--- src/common/csr_pkg.sv ---
// ==========================================================
// Word and address types, register map, register ids,
// field bit positions and reset values for the CSR block
// ==========================================================
`default_nettype none

package csr_pkg;

  // ==========================================================
  // Basic types
  // ==========================================================
  typedef logic [31:0] csr_word_t;  // One register or bus word
  typedef logic [7:0]  csr_addr_t;  // Byte address on host bus

  // ==========================================================
  // Address map
  // ==========================================================
  localparam csr_addr_t ADDR_CTRL     = 8'h00;  // irq_en RW, start/abort W1P
  localparam csr_addr_t ADDR_DIMS_M   = 8'h04;
  localparam csr_addr_t ADDR_DIMS_N   = 8'h08;
  localparam csr_addr_t ADDR_DIMS_K   = 8'h0C;
  localparam csr_addr_t ADDR_TILES_TM = 8'h10;
  localparam csr_addr_t ADDR_TILES_TN = 8'h14;
  localparam csr_addr_t ADDR_TILES_TK = 8'h18;
  localparam csr_addr_t ADDR_STATUS   = 8'h3C;  // Live busy plus W1C sticky bits
  // Weight DMA group
  localparam csr_addr_t ADDR_DMA_SRC  = 8'h90;
  localparam csr_addr_t ADDR_DMA_DST  = 8'h94;
  localparam csr_addr_t ADDR_DMA_LEN  = 8'h98;  // Length in bytes
  localparam csr_addr_t ADDR_DMA_CTRL = 8'h9C;  // Start W1P, busy RO, done W1C

  // Register ids out of the decoder
  typedef enum logic [3:0] {
    REG_NONE,      // Unmapped address
    REG_CTRL,
    REG_DIMS_M,
    REG_DIMS_N,
    REG_DIMS_K,
    REG_TILES_TM,
    REG_TILES_TN,
    REG_TILES_TK,
    REG_STATUS,
    REG_DMA_SRC,
    REG_DMA_DST,
    REG_DMA_LEN,
    REG_DMA_CTRL
  } csr_reg_e;

  // ==========================================================
  // Field bit positions
  // ==========================================================
  localparam int CTRL_START_BIT     = 0;
  localparam int CTRL_ABORT_BIT     = 1;
  localparam int CTRL_IRQ_EN_BIT    = 2;
  localparam int STATUS_BUSY_BIT    = 0;
  localparam int STATUS_DONE_BIT    = 1;
  localparam int STATUS_ILLEGAL_BIT = 9;
  localparam int DMA_START_BIT      = 0;
  localparam int DMA_BUSY_BIT       = 1;
  localparam int DMA_DONE_BIT       = 2;

  // Reset and filler values
  localparam csr_word_t CFG_RST_VAL    = 32'h0000_0000;  // All config words
  localparam logic      STICKY_RST_VAL = 1'b0;           // Status sticky bits
  localparam csr_word_t UNMAPPED_RDATA = 32'hDEAD_BEEF;  // Reads of holes in the map

endpackage

`default_nettype wire

--- src/csr/csr_cfg_regs.sv ---
// ==========================================================
// Read/write configuration registers: CTRL irq_en,
// problem dims, tile sizes and weight DMA setup
// ==========================================================
`timescale 1ns/1ps
`default_nettype none

module csr_cfg_regs (
  input  wire                      clk_gated,
  input  wire                      rst_n,
  input  wire  csr_pkg::csr_reg_e  reg_sel,
  input  wire                      wr_en,
  input  wire  csr_pkg::csr_word_t csr_wdata,
  output logic                     irq_en,
  output csr_pkg::csr_word_t       dim_m,
  output csr_pkg::csr_word_t       dim_n,
  output csr_pkg::csr_word_t       dim_k,
  output csr_pkg::csr_word_t       tile_m,
  output csr_pkg::csr_word_t       tile_n,
  output csr_pkg::csr_word_t       tile_k,
  output csr_pkg::csr_word_t       dma_src_addr,
  output csr_pkg::csr_word_t       dma_dst_addr,
  output csr_pkg::csr_word_t       dma_xfer_len
);

  // ==========================================================
  // Register file
  // ==========================================================
  always_ff @(posedge clk_gated or negedge rst_n) begin
    if (!rst_n) begin
      irq_en       <= 1'b0;                  // Interrupts off out of reset
      dim_m        <= csr_pkg::CFG_RST_VAL;
      dim_n        <= csr_pkg::CFG_RST_VAL;
      dim_k        <= csr_pkg::CFG_RST_VAL;
      tile_m       <= csr_pkg::CFG_RST_VAL;  // Zero tiles block start
      tile_n       <= csr_pkg::CFG_RST_VAL;
      tile_k       <= csr_pkg::CFG_RST_VAL;
      dma_src_addr <= csr_pkg::CFG_RST_VAL;
      dma_dst_addr <= csr_pkg::CFG_RST_VAL;
      dma_xfer_len <= csr_pkg::CFG_RST_VAL;
    end else if (wr_en) begin
      case (reg_sel)
        // Only irq_en is stored, pulse bits live in csr_status
        csr_pkg::REG_CTRL:     irq_en       <= csr_wdata[csr_pkg::CTRL_IRQ_EN_BIT];
        // Problem dimensions
        csr_pkg::REG_DIMS_M:   dim_m        <= csr_wdata;
        csr_pkg::REG_DIMS_N:   dim_n        <= csr_wdata;
        csr_pkg::REG_DIMS_K:   dim_k        <= csr_wdata;
        // Tile sizes
        csr_pkg::REG_TILES_TM: tile_m       <= csr_wdata;
        csr_pkg::REG_TILES_TN: tile_n       <= csr_wdata;
        csr_pkg::REG_TILES_TK: tile_k       <= csr_wdata;
        // Weight DMA setup
        csr_pkg::REG_DMA_SRC:  dma_src_addr <= csr_wdata;
        csr_pkg::REG_DMA_DST:  dma_dst_addr <= csr_wdata;  // Buffer select in MSBs
        csr_pkg::REG_DMA_LEN:  dma_xfer_len <= csr_wdata;
        default: ;  // STATUS and DMA_CTRL handled in csr_status
      endcase
    end
  end

endmodule

`default_nettype wire

--- src/csr/csr_decode.sv ---
// ==========================================================
// Address decode, write qualify and W1P request extraction
// ==========================================================
`timescale 1ns/1ps
`default_nettype none

module csr_decode (
  input  wire                      csr_wen,
  input  wire  csr_pkg::csr_addr_t csr_addr,
  input  wire  csr_pkg::csr_word_t csr_wdata,
  output csr_pkg::csr_reg_e        reg_sel,
  output logic                     wr_en,
  output logic                     start_req,
  output logic                     abort_req,
  output logic                     dma_start_req
);

  // ==========================================================
  // Address to register id
  // ==========================================================
  always_comb begin
    case (csr_addr)
      csr_pkg::ADDR_CTRL:     reg_sel = csr_pkg::REG_CTRL;
      csr_pkg::ADDR_DIMS_M:   reg_sel = csr_pkg::REG_DIMS_M;
      csr_pkg::ADDR_DIMS_N:   reg_sel = csr_pkg::REG_DIMS_N;
      csr_pkg::ADDR_DIMS_K:   reg_sel = csr_pkg::REG_DIMS_K;
      csr_pkg::ADDR_TILES_TM: reg_sel = csr_pkg::REG_TILES_TM;
      csr_pkg::ADDR_TILES_TN: reg_sel = csr_pkg::REG_TILES_TN;
      csr_pkg::ADDR_TILES_TK: reg_sel = csr_pkg::REG_TILES_TK;
      csr_pkg::ADDR_STATUS:   reg_sel = csr_pkg::REG_STATUS;
      csr_pkg::ADDR_DMA_SRC:  reg_sel = csr_pkg::REG_DMA_SRC;
      csr_pkg::ADDR_DMA_DST:  reg_sel = csr_pkg::REG_DMA_DST;
      csr_pkg::ADDR_DMA_LEN:  reg_sel = csr_pkg::REG_DMA_LEN;
      csr_pkg::ADDR_DMA_CTRL: reg_sel = csr_pkg::REG_DMA_CTRL;
      default:                reg_sel = csr_pkg::REG_NONE;  // Hole in map
    endcase
  end

  // Writes to holes are dropped here
  assign wr_en = csr_wen && (reg_sel != csr_pkg::REG_NONE);

  // ==========================================================
  // Write-one-pulse requests
  // ==========================================================
  // CTRL start and abort
  assign start_req = wr_en && (reg_sel == csr_pkg::REG_CTRL)
                     && csr_wdata[csr_pkg::CTRL_START_BIT];
  assign abort_req = wr_en && (reg_sel == csr_pkg::REG_CTRL)
                     && csr_wdata[csr_pkg::CTRL_ABORT_BIT];

  // DMA kick
  assign dma_start_req = wr_en && (reg_sel == csr_pkg::REG_DMA_CTRL)
                         && csr_wdata[csr_pkg::DMA_START_BIT];

endmodule

`default_nettype wire

--- src/csr/csr_read_mux.sv ---
// ==========================================================
// Combinational read data selection by register id
// ==========================================================
`timescale 1ns/1ps
`default_nettype none

module csr_read_mux (
  input  wire  csr_pkg::csr_reg_e  reg_sel,
  input  wire                      irq_en,
  input  wire                      done_tile,
  input  wire                      err_illegal,
  input  wire                      dma_done,
  input  wire                      core_busy,
  input  wire                      dma_busy,
  input  wire  csr_pkg::csr_word_t dim_m,
  input  wire  csr_pkg::csr_word_t dim_n,
  input  wire  csr_pkg::csr_word_t dim_k,
  input  wire  csr_pkg::csr_word_t tile_m,
  input  wire  csr_pkg::csr_word_t tile_n,
  input  wire  csr_pkg::csr_word_t tile_k,
  input  wire  csr_pkg::csr_word_t dma_src_addr,
  input  wire  csr_pkg::csr_word_t dma_dst_addr,
  input  wire  csr_pkg::csr_word_t dma_xfer_len,
  output csr_pkg::csr_word_t       csr_rdata
);

  // ==========================================================
  // Read mux
  // ==========================================================
  always_comb begin
    csr_rdata = '0;  // Reserved bits read zero
    case (reg_sel)
      // W1P start/abort read back as 0
      csr_pkg::REG_CTRL:     csr_rdata[csr_pkg::CTRL_IRQ_EN_BIT] = irq_en;
      csr_pkg::REG_DIMS_M:   csr_rdata = dim_m;
      csr_pkg::REG_DIMS_N:   csr_rdata = dim_n;
      csr_pkg::REG_DIMS_K:   csr_rdata = dim_k;
      csr_pkg::REG_TILES_TM: csr_rdata = tile_m;
      csr_pkg::REG_TILES_TN: csr_rdata = tile_n;
      csr_pkg::REG_TILES_TK: csr_rdata = tile_k;
      csr_pkg::REG_STATUS: begin
        csr_rdata[csr_pkg::STATUS_BUSY_BIT]    = core_busy;  // Live
        csr_rdata[csr_pkg::STATUS_DONE_BIT]    = done_tile;
        csr_rdata[csr_pkg::STATUS_ILLEGAL_BIT] = err_illegal;
      end
      csr_pkg::REG_DMA_SRC:  csr_rdata = dma_src_addr;
      csr_pkg::REG_DMA_DST:  csr_rdata = dma_dst_addr;
      csr_pkg::REG_DMA_LEN:  csr_rdata = dma_xfer_len;
      csr_pkg::REG_DMA_CTRL: begin
        csr_rdata[csr_pkg::DMA_BUSY_BIT] = dma_busy;  // Live from engine
        csr_rdata[csr_pkg::DMA_DONE_BIT] = dma_done;
      end
      default:               csr_rdata = csr_pkg::UNMAPPED_RDATA;
    endcase
  end

endmodule

`default_nettype wire

--- src/csr/csr_status.sv ---
// ==========================================================
// Sticky status bits, start guard and W1P pulse outputs
// ==========================================================
`timescale 1ns/1ps
`default_nettype none

module csr_status (
  input  wire                      clk_gated,
  input  wire                      rst_n,
  input  wire  csr_pkg::csr_reg_e  reg_sel,
  input  wire                      wr_en,
  input  wire  csr_pkg::csr_word_t csr_wdata,
  input  wire                      start_req,
  input  wire                      abort_req,
  input  wire                      dma_start_req,
  input  wire                      core_busy,
  input  wire                      core_done_tile,  // One-cycle event
  input  wire                      dma_done_evt,    // One-cycle event
  input  wire  csr_pkg::csr_word_t tile_m,
  input  wire  csr_pkg::csr_word_t tile_n,
  input  wire  csr_pkg::csr_word_t tile_k,
  output logic                     done_tile,
  output logic                     err_illegal,
  output logic                     dma_done,
  output logic                     start_pulse,
  output logic                     abort_pulse,
  output logic                     dma_start_pulse
);

  logic tiles_ok;     // All tile sizes non-zero
  logic start_ok;     // Start may go to the core
  logic wr_status;    // Write hits STATUS
  logic wr_dma_ctrl;  // Write hits DMA_CTRL

  // ==========================================================
  // Start guard
  // ==========================================================
  assign tiles_ok = (tile_m != '0) && (tile_n != '0) && (tile_k != '0);
  assign start_ok = !core_busy && tiles_ok;

  assign start_pulse     = start_req && start_ok;
  assign abort_pulse     = abort_req;      // Abort is never refused
  assign dma_start_pulse = dma_start_req;  // DMA engine keeps its own busy

  assign wr_status   = wr_en && (reg_sel == csr_pkg::REG_STATUS);
  assign wr_dma_ctrl = wr_en && (reg_sel == csr_pkg::REG_DMA_CTRL);

  // ==========================================================
  // Sticky bits
  // ==========================================================
  // W1C first, events after so a same-cycle set wins
  always_ff @(posedge clk_gated or negedge rst_n) begin
    if (!rst_n) begin
      done_tile   <= csr_pkg::STICKY_RST_VAL;
      err_illegal <= csr_pkg::STICKY_RST_VAL;
      dma_done    <= csr_pkg::STICKY_RST_VAL;
    end else begin
      if (wr_status && csr_wdata[csr_pkg::STATUS_DONE_BIT])    done_tile   <= 1'b0;
      if (wr_status && csr_wdata[csr_pkg::STATUS_ILLEGAL_BIT]) err_illegal <= 1'b0;
      if (wr_dma_ctrl && csr_wdata[csr_pkg::DMA_DONE_BIT])     dma_done    <= 1'b0;
      if (core_done_tile)         done_tile   <= 1'b1;
      if (start_req && !start_ok) err_illegal <= 1'b1;  // Refused start
      if (dma_done_evt)           dma_done    <= 1'b1;
    end
  end

endmodule

`default_nettype wire

--- src/rtl/accel_csr_top.sv ---
// ==========================================================
// CSR block top: decode, config regs, status, read mux
// ==========================================================
`timescale 1ns/1ps
`default_nettype none

module accel_csr_top (
  input  wire                      clk_gated,
  input  wire                      rst_n,
  // Host bus
  input  wire                      csr_wen,
  input  wire  csr_pkg::csr_addr_t csr_addr,
  input  wire  csr_pkg::csr_word_t csr_wdata,
  output csr_pkg::csr_word_t       csr_rdata,
  // Core and DMA events
  input  wire                      core_busy,
  input  wire                      core_done_tile,
  input  wire                      dma_busy,
  input  wire                      dma_done_evt,
  // To core
  output logic                     start_pulse,
  output logic                     abort_pulse,
  output logic                     irq_en,
  output csr_pkg::csr_word_t       dim_m,
  output csr_pkg::csr_word_t       dim_n,
  output csr_pkg::csr_word_t       dim_k,
  output csr_pkg::csr_word_t       tile_m,
  output csr_pkg::csr_word_t       tile_n,
  output csr_pkg::csr_word_t       tile_k,
  // To weight DMA
  output csr_pkg::csr_word_t       dma_src_addr,
  output csr_pkg::csr_word_t       dma_dst_addr,
  output csr_pkg::csr_word_t       dma_xfer_len,
  output logic                     dma_start_pulse
);

  csr_pkg::csr_reg_e reg_sel;  // Decoded register id
  logic              wr_en;    // Mapped write
  logic              start_req;
  logic              abort_req;
  logic              dma_start_req;
  logic              done_tile;
  logic              err_illegal;
  logic              dma_done;

  // ==========================================================
  // Instances
  // ==========================================================
  csr_decode i_decode (
    .csr_wen, .csr_addr, .csr_wdata,
    .reg_sel, .wr_en, .start_req, .abort_req, .dma_start_req
  );

  csr_cfg_regs i_cfg_regs (
    .clk_gated, .rst_n, .reg_sel, .wr_en, .csr_wdata,
    .irq_en, .dim_m, .dim_n, .dim_k, .tile_m, .tile_n, .tile_k,
    .dma_src_addr, .dma_dst_addr, .dma_xfer_len
  );

  csr_status i_status (
    .clk_gated, .rst_n, .reg_sel, .wr_en, .csr_wdata,
    .start_req, .abort_req, .dma_start_req,
    .core_busy, .core_done_tile, .dma_done_evt,
    .tile_m, .tile_n, .tile_k,
    .done_tile, .err_illegal, .dma_done,
    .start_pulse, .abort_pulse, .dma_start_pulse
  );

  csr_read_mux i_read_mux (
    .reg_sel, .irq_en, .done_tile, .err_illegal, .dma_done, .core_busy, .dma_busy,
    .dim_m, .dim_n, .dim_k, .tile_m, .tile_n, .tile_k,
    .dma_src_addr, .dma_dst_addr, .dma_xfer_len,
    .csr_rdata
  );

endmodule

`default_nettype wire

--- config.mk ---
export PLATFORM = sky130hd
export DESIGN_NAME = accel_csr_top
export DESIGN_NICKNAME = d
export VERILOG_FILES = /design/src/common/csr_pkg.sv /design/src/csr/csr_cfg_regs.sv /design/src/csr/csr_decode.sv /design/src/csr/csr_read_mux.sv /design/src/csr/csr_status.sv /design/src/rtl/accel_csr_top.sv
export SDC_FILE = /design/constraint.sdc
export NUM_CORES = 1
export LEC_CHECK = 0
export BUFFER_PORTS_ARGS = -buffer_cell sky130_fd_sc_hd__buf_2
export CORE_MARGIN = 4
export CORE_UTILIZATION = 35
export DETAILED_ROUTE_END_ITERATION = 12
export GPL_ROUTABILITY_DRIVEN = 0
export PLACE_DENSITY = 0.63
export SYNTH_ARGS = -nofsm -noshare
export SYNTH_HDL_FRONTEND = slang
export SYNTH_SLANG_ARGS = --single-unit
--- constraint.sdc ---
create_clock -name clk_gated -period 2.5 [get_ports clk_gated]
set_input_delay 0.125 -clock clk_gated [delete_from_list [all_inputs] [get_ports clk_gated]]
set_output_delay 0.125 -clock clk_gated [all_outputs]
set_load 0.02 [all_outputs]
==> metrics.txt, run 1 <==
combinational power share=0.063; sequential area share after synthesis=0.520; H-tree depth=2; Core Rows=between 70 and 80; grt total ovfl=0; # port buffers=370; CP required=around 2.4 ns; worst-skew pair later-pin latency=roughly 0.53 ns; Core Footprint=0.0397 mm²; GRT Util Overall=0.294; largest cells by area after synthesis=dfrtp_1 52%, mux2_2 21%, mux2_1 2.5%; Max FO, Critical Path=2; reg2reg path depth=5; Synth cell types=between 70 and 80; syn_nets=around 1200; failing checks=negative setup slack; pre-CTS setup slack=-0.0838 ns; switching power=between 2 and 3 mW; met1 Use GR=0.390; Worst Setup Slack, final=-0.0179 ns; crit-path max cell delay=between 0.5 and 0.6 ns; post-synth top area share=0.520; Worst Hold Launch=csr_wdata[9]; final antenna diode count=0; wire length of the first global-routing pass=roughly 95000 µm; CTS tree=built; crit end category=output pin; CTS sink count=292; skew final=roughly 0.016 ns; DRC=0; Slew HR=0.505; TritonCTS Buffers=35; worst endpoint data arrival time=2.39 ns; Hold Crit Class=input port to flip-flop; R2R Path Start=i_cfg_regs.tile_n[22]; largest area contributor in the netlist=dfrtp_1; crit-path cells=nor4_2 > nand4_1 > nor2_1 > or4_4 > nor4b_4 > buf_4 > buf_6; Peak VDD IR=611 µV; Max Clk Rate=between 0.3 and 0.4 GHz; pin count of the biggest net entering global routing=between 80 and 90; RSZ-0062 raised after global routing=yes; CP delay by family, top=simple AND/OR/NAND/NOR gates; final worst-path cycle share=1.01; Primary FF master, synth=dfrtp_1; initial antenna violation count=4; Root Driver=clkbuf_16; share of layout cells above drive strength 1=0.554; CP max stage cell=nor4_2; M2 GR Usage=0.466; Via density=5.98; nets@finish=1686; asr flop ratio synth=1.00; Cells on Worst Hold Path=2; Worst Hold End=i_cfg_regs.tile_k[9]; Routed Antenna Nets=0; Post-Synthesis Cells=approximately 1100; static leakage=~10 nW; crit path launch type=flip-flop; DP Wirelength=approximately 50000 µm; status=finished, violations left; Layout area overhead=39.2%; met3 Usage GRT=0.0737; Ys Warns=0; PwrDens=570 mW/mm²; via count=~13000; vias in the first global route=between 10000 and 15000; IO Count=approximately 370; drt wl/cell=~30 µm; power share of the clock group=0.509; Die Area=between 0.04 and 0.05 mm²; placed insts=2075; Die X=~210 µm; initial DRC count=around 1400; max_cap viols=0; Post-synth EDFFs=0; final setup violation count=1; final std cells w/o fill=between 2000 and 2500; internal power=8.57 mW; global route hottest layer=met2; Tot Pwr=between 10 and 15 mW; initial core utilization=0.353; cell area after synthesis=approximately 0.014 mm²; Bufs and invs on worst path=2; WL final=~66000 µm; Avg Inst Size Synth=around 13 µm²; Slew Limit Fails=0; R2R setup slack=between 0.7 and 0.8 ns; Worst Tran Pin Value=about 0.74 ns; sequential power share=0.428; TritonRoute pass-1 iters=9; FF+latch count, synth=between 200 and 300; clk slew on worst S/H paths=approximately 0.060 ns; die height=208 µm; Final Hold Fails=0; maximum clock path buffer count=3; CP Class=flip-flop to output pin; FF-to-FF End=i_status.err_illegal; switching share of total power=0.231; minimum clock period=2.52 ns
[metal layers]
layer,vias to the layer above,share of wire
met5,-,0.00081
met4,8,0.043
met3,178,0.095
met2,839,0.46
met1,6711,0.40
li1,5357,-
[through the flow]
| stage | instance area [µm²] | TNS, ns | hold slack, ns | utilization |
|---|---|---|---|---|
| finish | 19500 | -0.0179 | 0.0200 | 0.492 |
| detailed placement | 17700 | -2.30 | 0.204 | 0.445 |
| global placement | 17700 | -0.820 | 0.200 | 0.445 |
| global route | 19500 | -0.0335 | 0.0347 | 0.492 |
| CTS | 19400 | -0.0303 | 0.00138 | 0.489 |
| floorplan | 14000 | 0 | -0.171 | - |
[registers in the layout (all words and copies together), names as in the netlist]
| register | count |
|---|---|
| i_cfg_regs.dim_k | 32 |
| i_cfg_regs.dim_m | 32 |
| i_cfg_regs.dim_n | 32 |
| i_cfg_regs.dma_dst_addr | 32 |
| i_cfg_regs.dma_src_addr | 32 |
| i_cfg_regs.dma_xfer_len | 32 |
| i_cfg_regs.irq_en | 1 |
| i_cfg_regs.tile_k | 32 |
| i_cfg_regs.tile_m | 32 |
| i_cfg_regs.tile_n | 32 |
| i_status.dma_done | 1 |
| i_status.done_tile | 1 |
| i_status.err_illegal | 1 |
[repair_timing]
item,4_1_cts,5_1_grt
endpoints found under the setup margin,5,14
gates resized for setup,20,17
setup buffers,15,9
pin swaps,5,6
hold buffers,30,0
hold endpoints to repair,305,0
[placed cells by master, fill, tap and decap left out, types with 23 or more instances in the layout]
cell             n
buf_2          367
dfrtp_1        277
mux2_2         265
buf_4          144
nand2_1         38
clkbuf_16       37
a22oi_1         34
nand4_1         32
mux2_1          31
dlygate4sd3_1   30
mux2i_1         25
buf_12          25
nor2_1          23
nand3_1         23
o21ai_0         23
[power groups by stage]
stage	logic [mW]	clock network (mW)	registers (mW)
after floorplan	0.187	0	4.88
after global placement	0.639	0	4.86
after detailed placement	0.645	0	4.86
after CTS	0.687	5.72	4.77
after global routing	0.742	5.92	4.77
final	0.701	5.67	4.77
[Yosys cell counts, types with 10 or more instances]
cell type    n
nor3_1      17
a22oi_1     34
buf_2       40
clkbuf_1    34
a22o_1      10
a32oi_1     16
mux2_2     265
a221oi_1    15
nand3_1     27
o21ai_0     23
nand4_1     32
nor2_1      24
mux2_1      31
mux2i_1     25
o211ai_1    12
a21oi_1     21
nor4_1      27
nand2_1     38
dfrtp_1    292
[worst max-delay path by stage]
stage	startpoint	end	slack, ns	cells past startpoint
after floorplan	csr_addr[6]	csr_rdata[16]	0.08	6
after global placement	csr_addr[6]	i_cfg_regs.tile_m[9]	-0.03	7
after detailed placement	csr_addr[6]	i_cfg_regs.tile_m[1]	-0.08	7
after CTS	i_cfg_regs.tile_n[15]	start_pulse	-0.03	7
after global routing	i_cfg_regs.tile_n[12]	start_pulse	-0.03	7
final	i_cfg_regs.tile_n[22]	start_pulse	-0.02	7
[final cells by class]
| cell class | count | area (µm²) |
|---|---|---|
| Clock buffer | 46 | 1020 |
| Clock inverter | 15 | 260 |
| Fill cell | 3669 | 20200 |
| Inverter | 6 | 22.5 |
| Multi-Input combinational cell | 734 | 6490 |
| Sequential cell | 292 | 7330 |
| Tap cell | 525 | 657 |
| Timing Repair Buffer | 570 | 3770 |
[kinds of logic (layout without fill, tap and decap cells)]
group	after synthesis	count (layout)	share of synthesized area
compound gates	194	194	0.104
buf+inv	87	637	0.0292
flops	292	292	0.520
mux	321	321	0.255
simple gates	219	219	0.0912
Note: power is estimated with default switching activity, not from simulation.
==> run 2: changes to the inputs <==
--- a/config.mk
+++ b/config.mk
@@ -5,11 +5,12 @@
 export SDC_FILE = /design/constraint.sdc
 export NUM_CORES = 1
 export LEC_CHECK = 0
-export BUFFER_PORTS_ARGS = -buffer_cell sky130_fd_sc_hd__buf_2
+export BUFFER_PORTS_ARGS = -buffer_cell sky130_fd_sc_hd__buf_4
 export CORE_MARGIN = 4
 export CORE_UTILIZATION = 35
 export DETAILED_ROUTE_END_ITERATION = 12
 export GPL_ROUTABILITY_DRIVEN = 0
+export GPL_TIMING_DRIVEN = 0
 export PLACE_DENSITY = 0.63
 export SYNTH_ARGS = -nofsm -noshare
 export SYNTH_HDL_FRONTEND = slang
==> run 2 against run 1 <==
Compared with the run above: the run still ends with negative setup slack left; sequential share of layout area is 0.29 points lower; die area unchanged; core utilization is 0.45 points higher; register-to-register slack about the same; global-route usage grew 1.4 points; sequential power is essentially flat; non-clock buffer count shrank 60; final cell count fell by 2.7%; first-iteration DRC count grew 18%.
==> metrics.txt, run 2 (same netlist as run 1, synthesis figures left out) <==
Via density=approximately 6; FF-to-FF End=i_status.err_illegal; routed wl met2=about 32000 µm; initial antenna violation count=1; skew final=roughly 0.0068 ns; Final Hold Fails=0; # port buffers=approximately 370; RSZ-0062 raised after global routing=yes; Hold Crit Class=input port to flip-flop; sequential power share=0.449; drt wl/cell=approximately 33 µm; CP Class=input port to output pin; max_cap viols=0; wire length of the first global-routing pass=around 100000 µm; Die X=between 200 and 250 µm; WL final=70000 µm; via count=13100; R2R setup slack=around 0.73 ns; top layer in use=met4; reg2reg path depth=5; Peak VDD IR=around 380 µV; IO Count=between 300 and 400; static leakage=between 9 and 10 nW; Worst Hold Launch=core_busy; share of layout cells above drive strength 1=0.539; failing checks=negative setup slack; M1 WL=26400 µm; final worst-path cycle share=1.01; Core Footprint=around 0.040 mm²; Slew Limit Fails=0; initial DRC count=around 1700; Root Driver=clkbuf_16; Slew HR=0.360; Die Area=between 0.04 and 0.05 mm²; Worst Tran Pin Value=about 0.95 ns; TritonRoute pass-1 iters=6; GRT Util Overall=0.308; most frequent cells in the layout=393 x buf_4, 269 x dfrtp_1, 265 x mux2_2; nets@finish=1626; Max FO, Critical Path=10; pin count of the biggest net entering global routing=roughly 120; setup_tns=-0.0400 ns; Core Rows=73; vias in the first global route=between 10000 and 15000; final setup violation count=4; clk slew on worst S/H paths=~0.060 ns; Filler cells=between 3000 and 4000; R2R Path Start=i_cfg_regs.tile_k[17]; combinational power share=0.068; Worst Setup Slack, final=-0.0131 ns; maximum clock path buffer count=3; switching share of total power=0.246; Worst Hold End=i_status.err_illegal; status=finished, violations left; Routed Antenna Nets=0; CTS sink count=roughly 290; CTS tree=built; CP required=between 2 and 2.5 ns; pre-CTS setup slack=-0.949 ns; DRC=0; internal power=roughly 8.0 mW; initial core utilization=0.353; minimum clock period=2.51 ns; worst hold slack=~0.03 ns; Met3 Routed Length=~7900 µm; H-tree depth=2; TritonCTS Buffers=35; Layout area overhead=40.4%; Final Cell Area=about 0.020 mm²; most common cell after layout, fill and taps aside=buf_4; Cells on Worst Hold Path=3; power share of the clock group=0.483; worst-skew pair later-pin latency=~0.53 ns; Max Clk Rate=~0.4 GHz; Tot Pwr=~11 mW; placed cell areas=between 0.015 and 0.02 mm²; DP Wirelength=just over 50000 µm; worst endpoint data arrival time=2.39 ns; crit path launch type=input port; PwrDens=roughly 540 mW/mm²; grt total ovfl=0; crit end category=output pin; switching power=2.62 mW; die height=~210 µm
[run 2: metal layers]
metal,up-vias,track usage
li1,5243,-
met1,6687,0.394
met2,928,0.483
met3,230,0.0947
met4,0,0.137
met5,-,0
[run 2: repair_timing]
| action | 4_1_cts | 5_1_grt |
|---|---|---|
| gates resized for setup | 108 | 42 |
| hold buffers | 34 | 0 |
| pin swaps | 11 | 8 |
| hold endpoints to repair | 306 | 0 |
| setup buffers | 17 | 9 |
| setup endpoints to repair | 94 | 68 |
[run 2: critical path, stage by stage]
cell	delay [ns]
buf_4	0.15
or4_4	0.59
a211o_1	0.25
clkbuf_4	0.23
nand2_8	0.18
buf_8	0.20
o22a_1	0.21
nand4_1	0.20
buf_4	0.23
[run 2: worst max path at each step]
| stage | start | end | slack [ns] | depth (start not counted) |
|---|---|---|---|---|
| floorplan | csr_addr[6] | csr_rdata[16] | 0.08 | 6 |
| global placement | rst_n | i_cfg_regs.tile_n[29] | -1.29 | 1 |
| detailed placement | csr_addr[3] | i_cfg_regs.dim_n[8] | -0.95 | 7 |
| CTS | csr_addr[3] | csr_rdata[1] | -0.06 | 9 |
| global route | csr_addr[6] | csr_rdata[29] | -0.04 | 8 |
| finish | csr_addr[0] | csr_rdata[9] | -0.01 | 9 |
[run 2: area by class of cell]
cell class | count | area (µm²) | area share
repair buffers | 431 | 3400 | 0.172
clock inverters | 12 | 97.6 | 0.00495
inverters | 6 | 22.5 | 0.00114
well taps | 525 | 657 | 0.0333
clock buffers | 48 | 1050 | 0.0531
plain buffers | 79 | 543 | 0.0275
diodes | 1 | 2.50 | 0.000127
flip-flops and latches | 292 | 7340 | 0.372
multi-input cells | 734 | 6620 | 0.336
[run 2: power by group through the flow]
stage          clock, mW  sequential (mW)  combinational [mW]
6_report            5.13             4.77               0.723
5_1_grt             5.38             4.77               0.756
4_1_cts             5.17             4.77               0.693
3_5_place_dp           0             4.86               0.618
3_3_place_gp           0             4.86               0.597
2_1_floorplan          0             4.88               0.187
[run 2: stage by stage]
| stage | utilization | instances |
|---|---|---|
| global route | 0.496 | 2127 |
| finish | 0.496 | 2128 |
| detailed placement | 0.442 | 2009 |
| floorplan | - | 1113 |
| global placement | 0.439 | 2005 |
| CTS | 0.491 | 2118 |
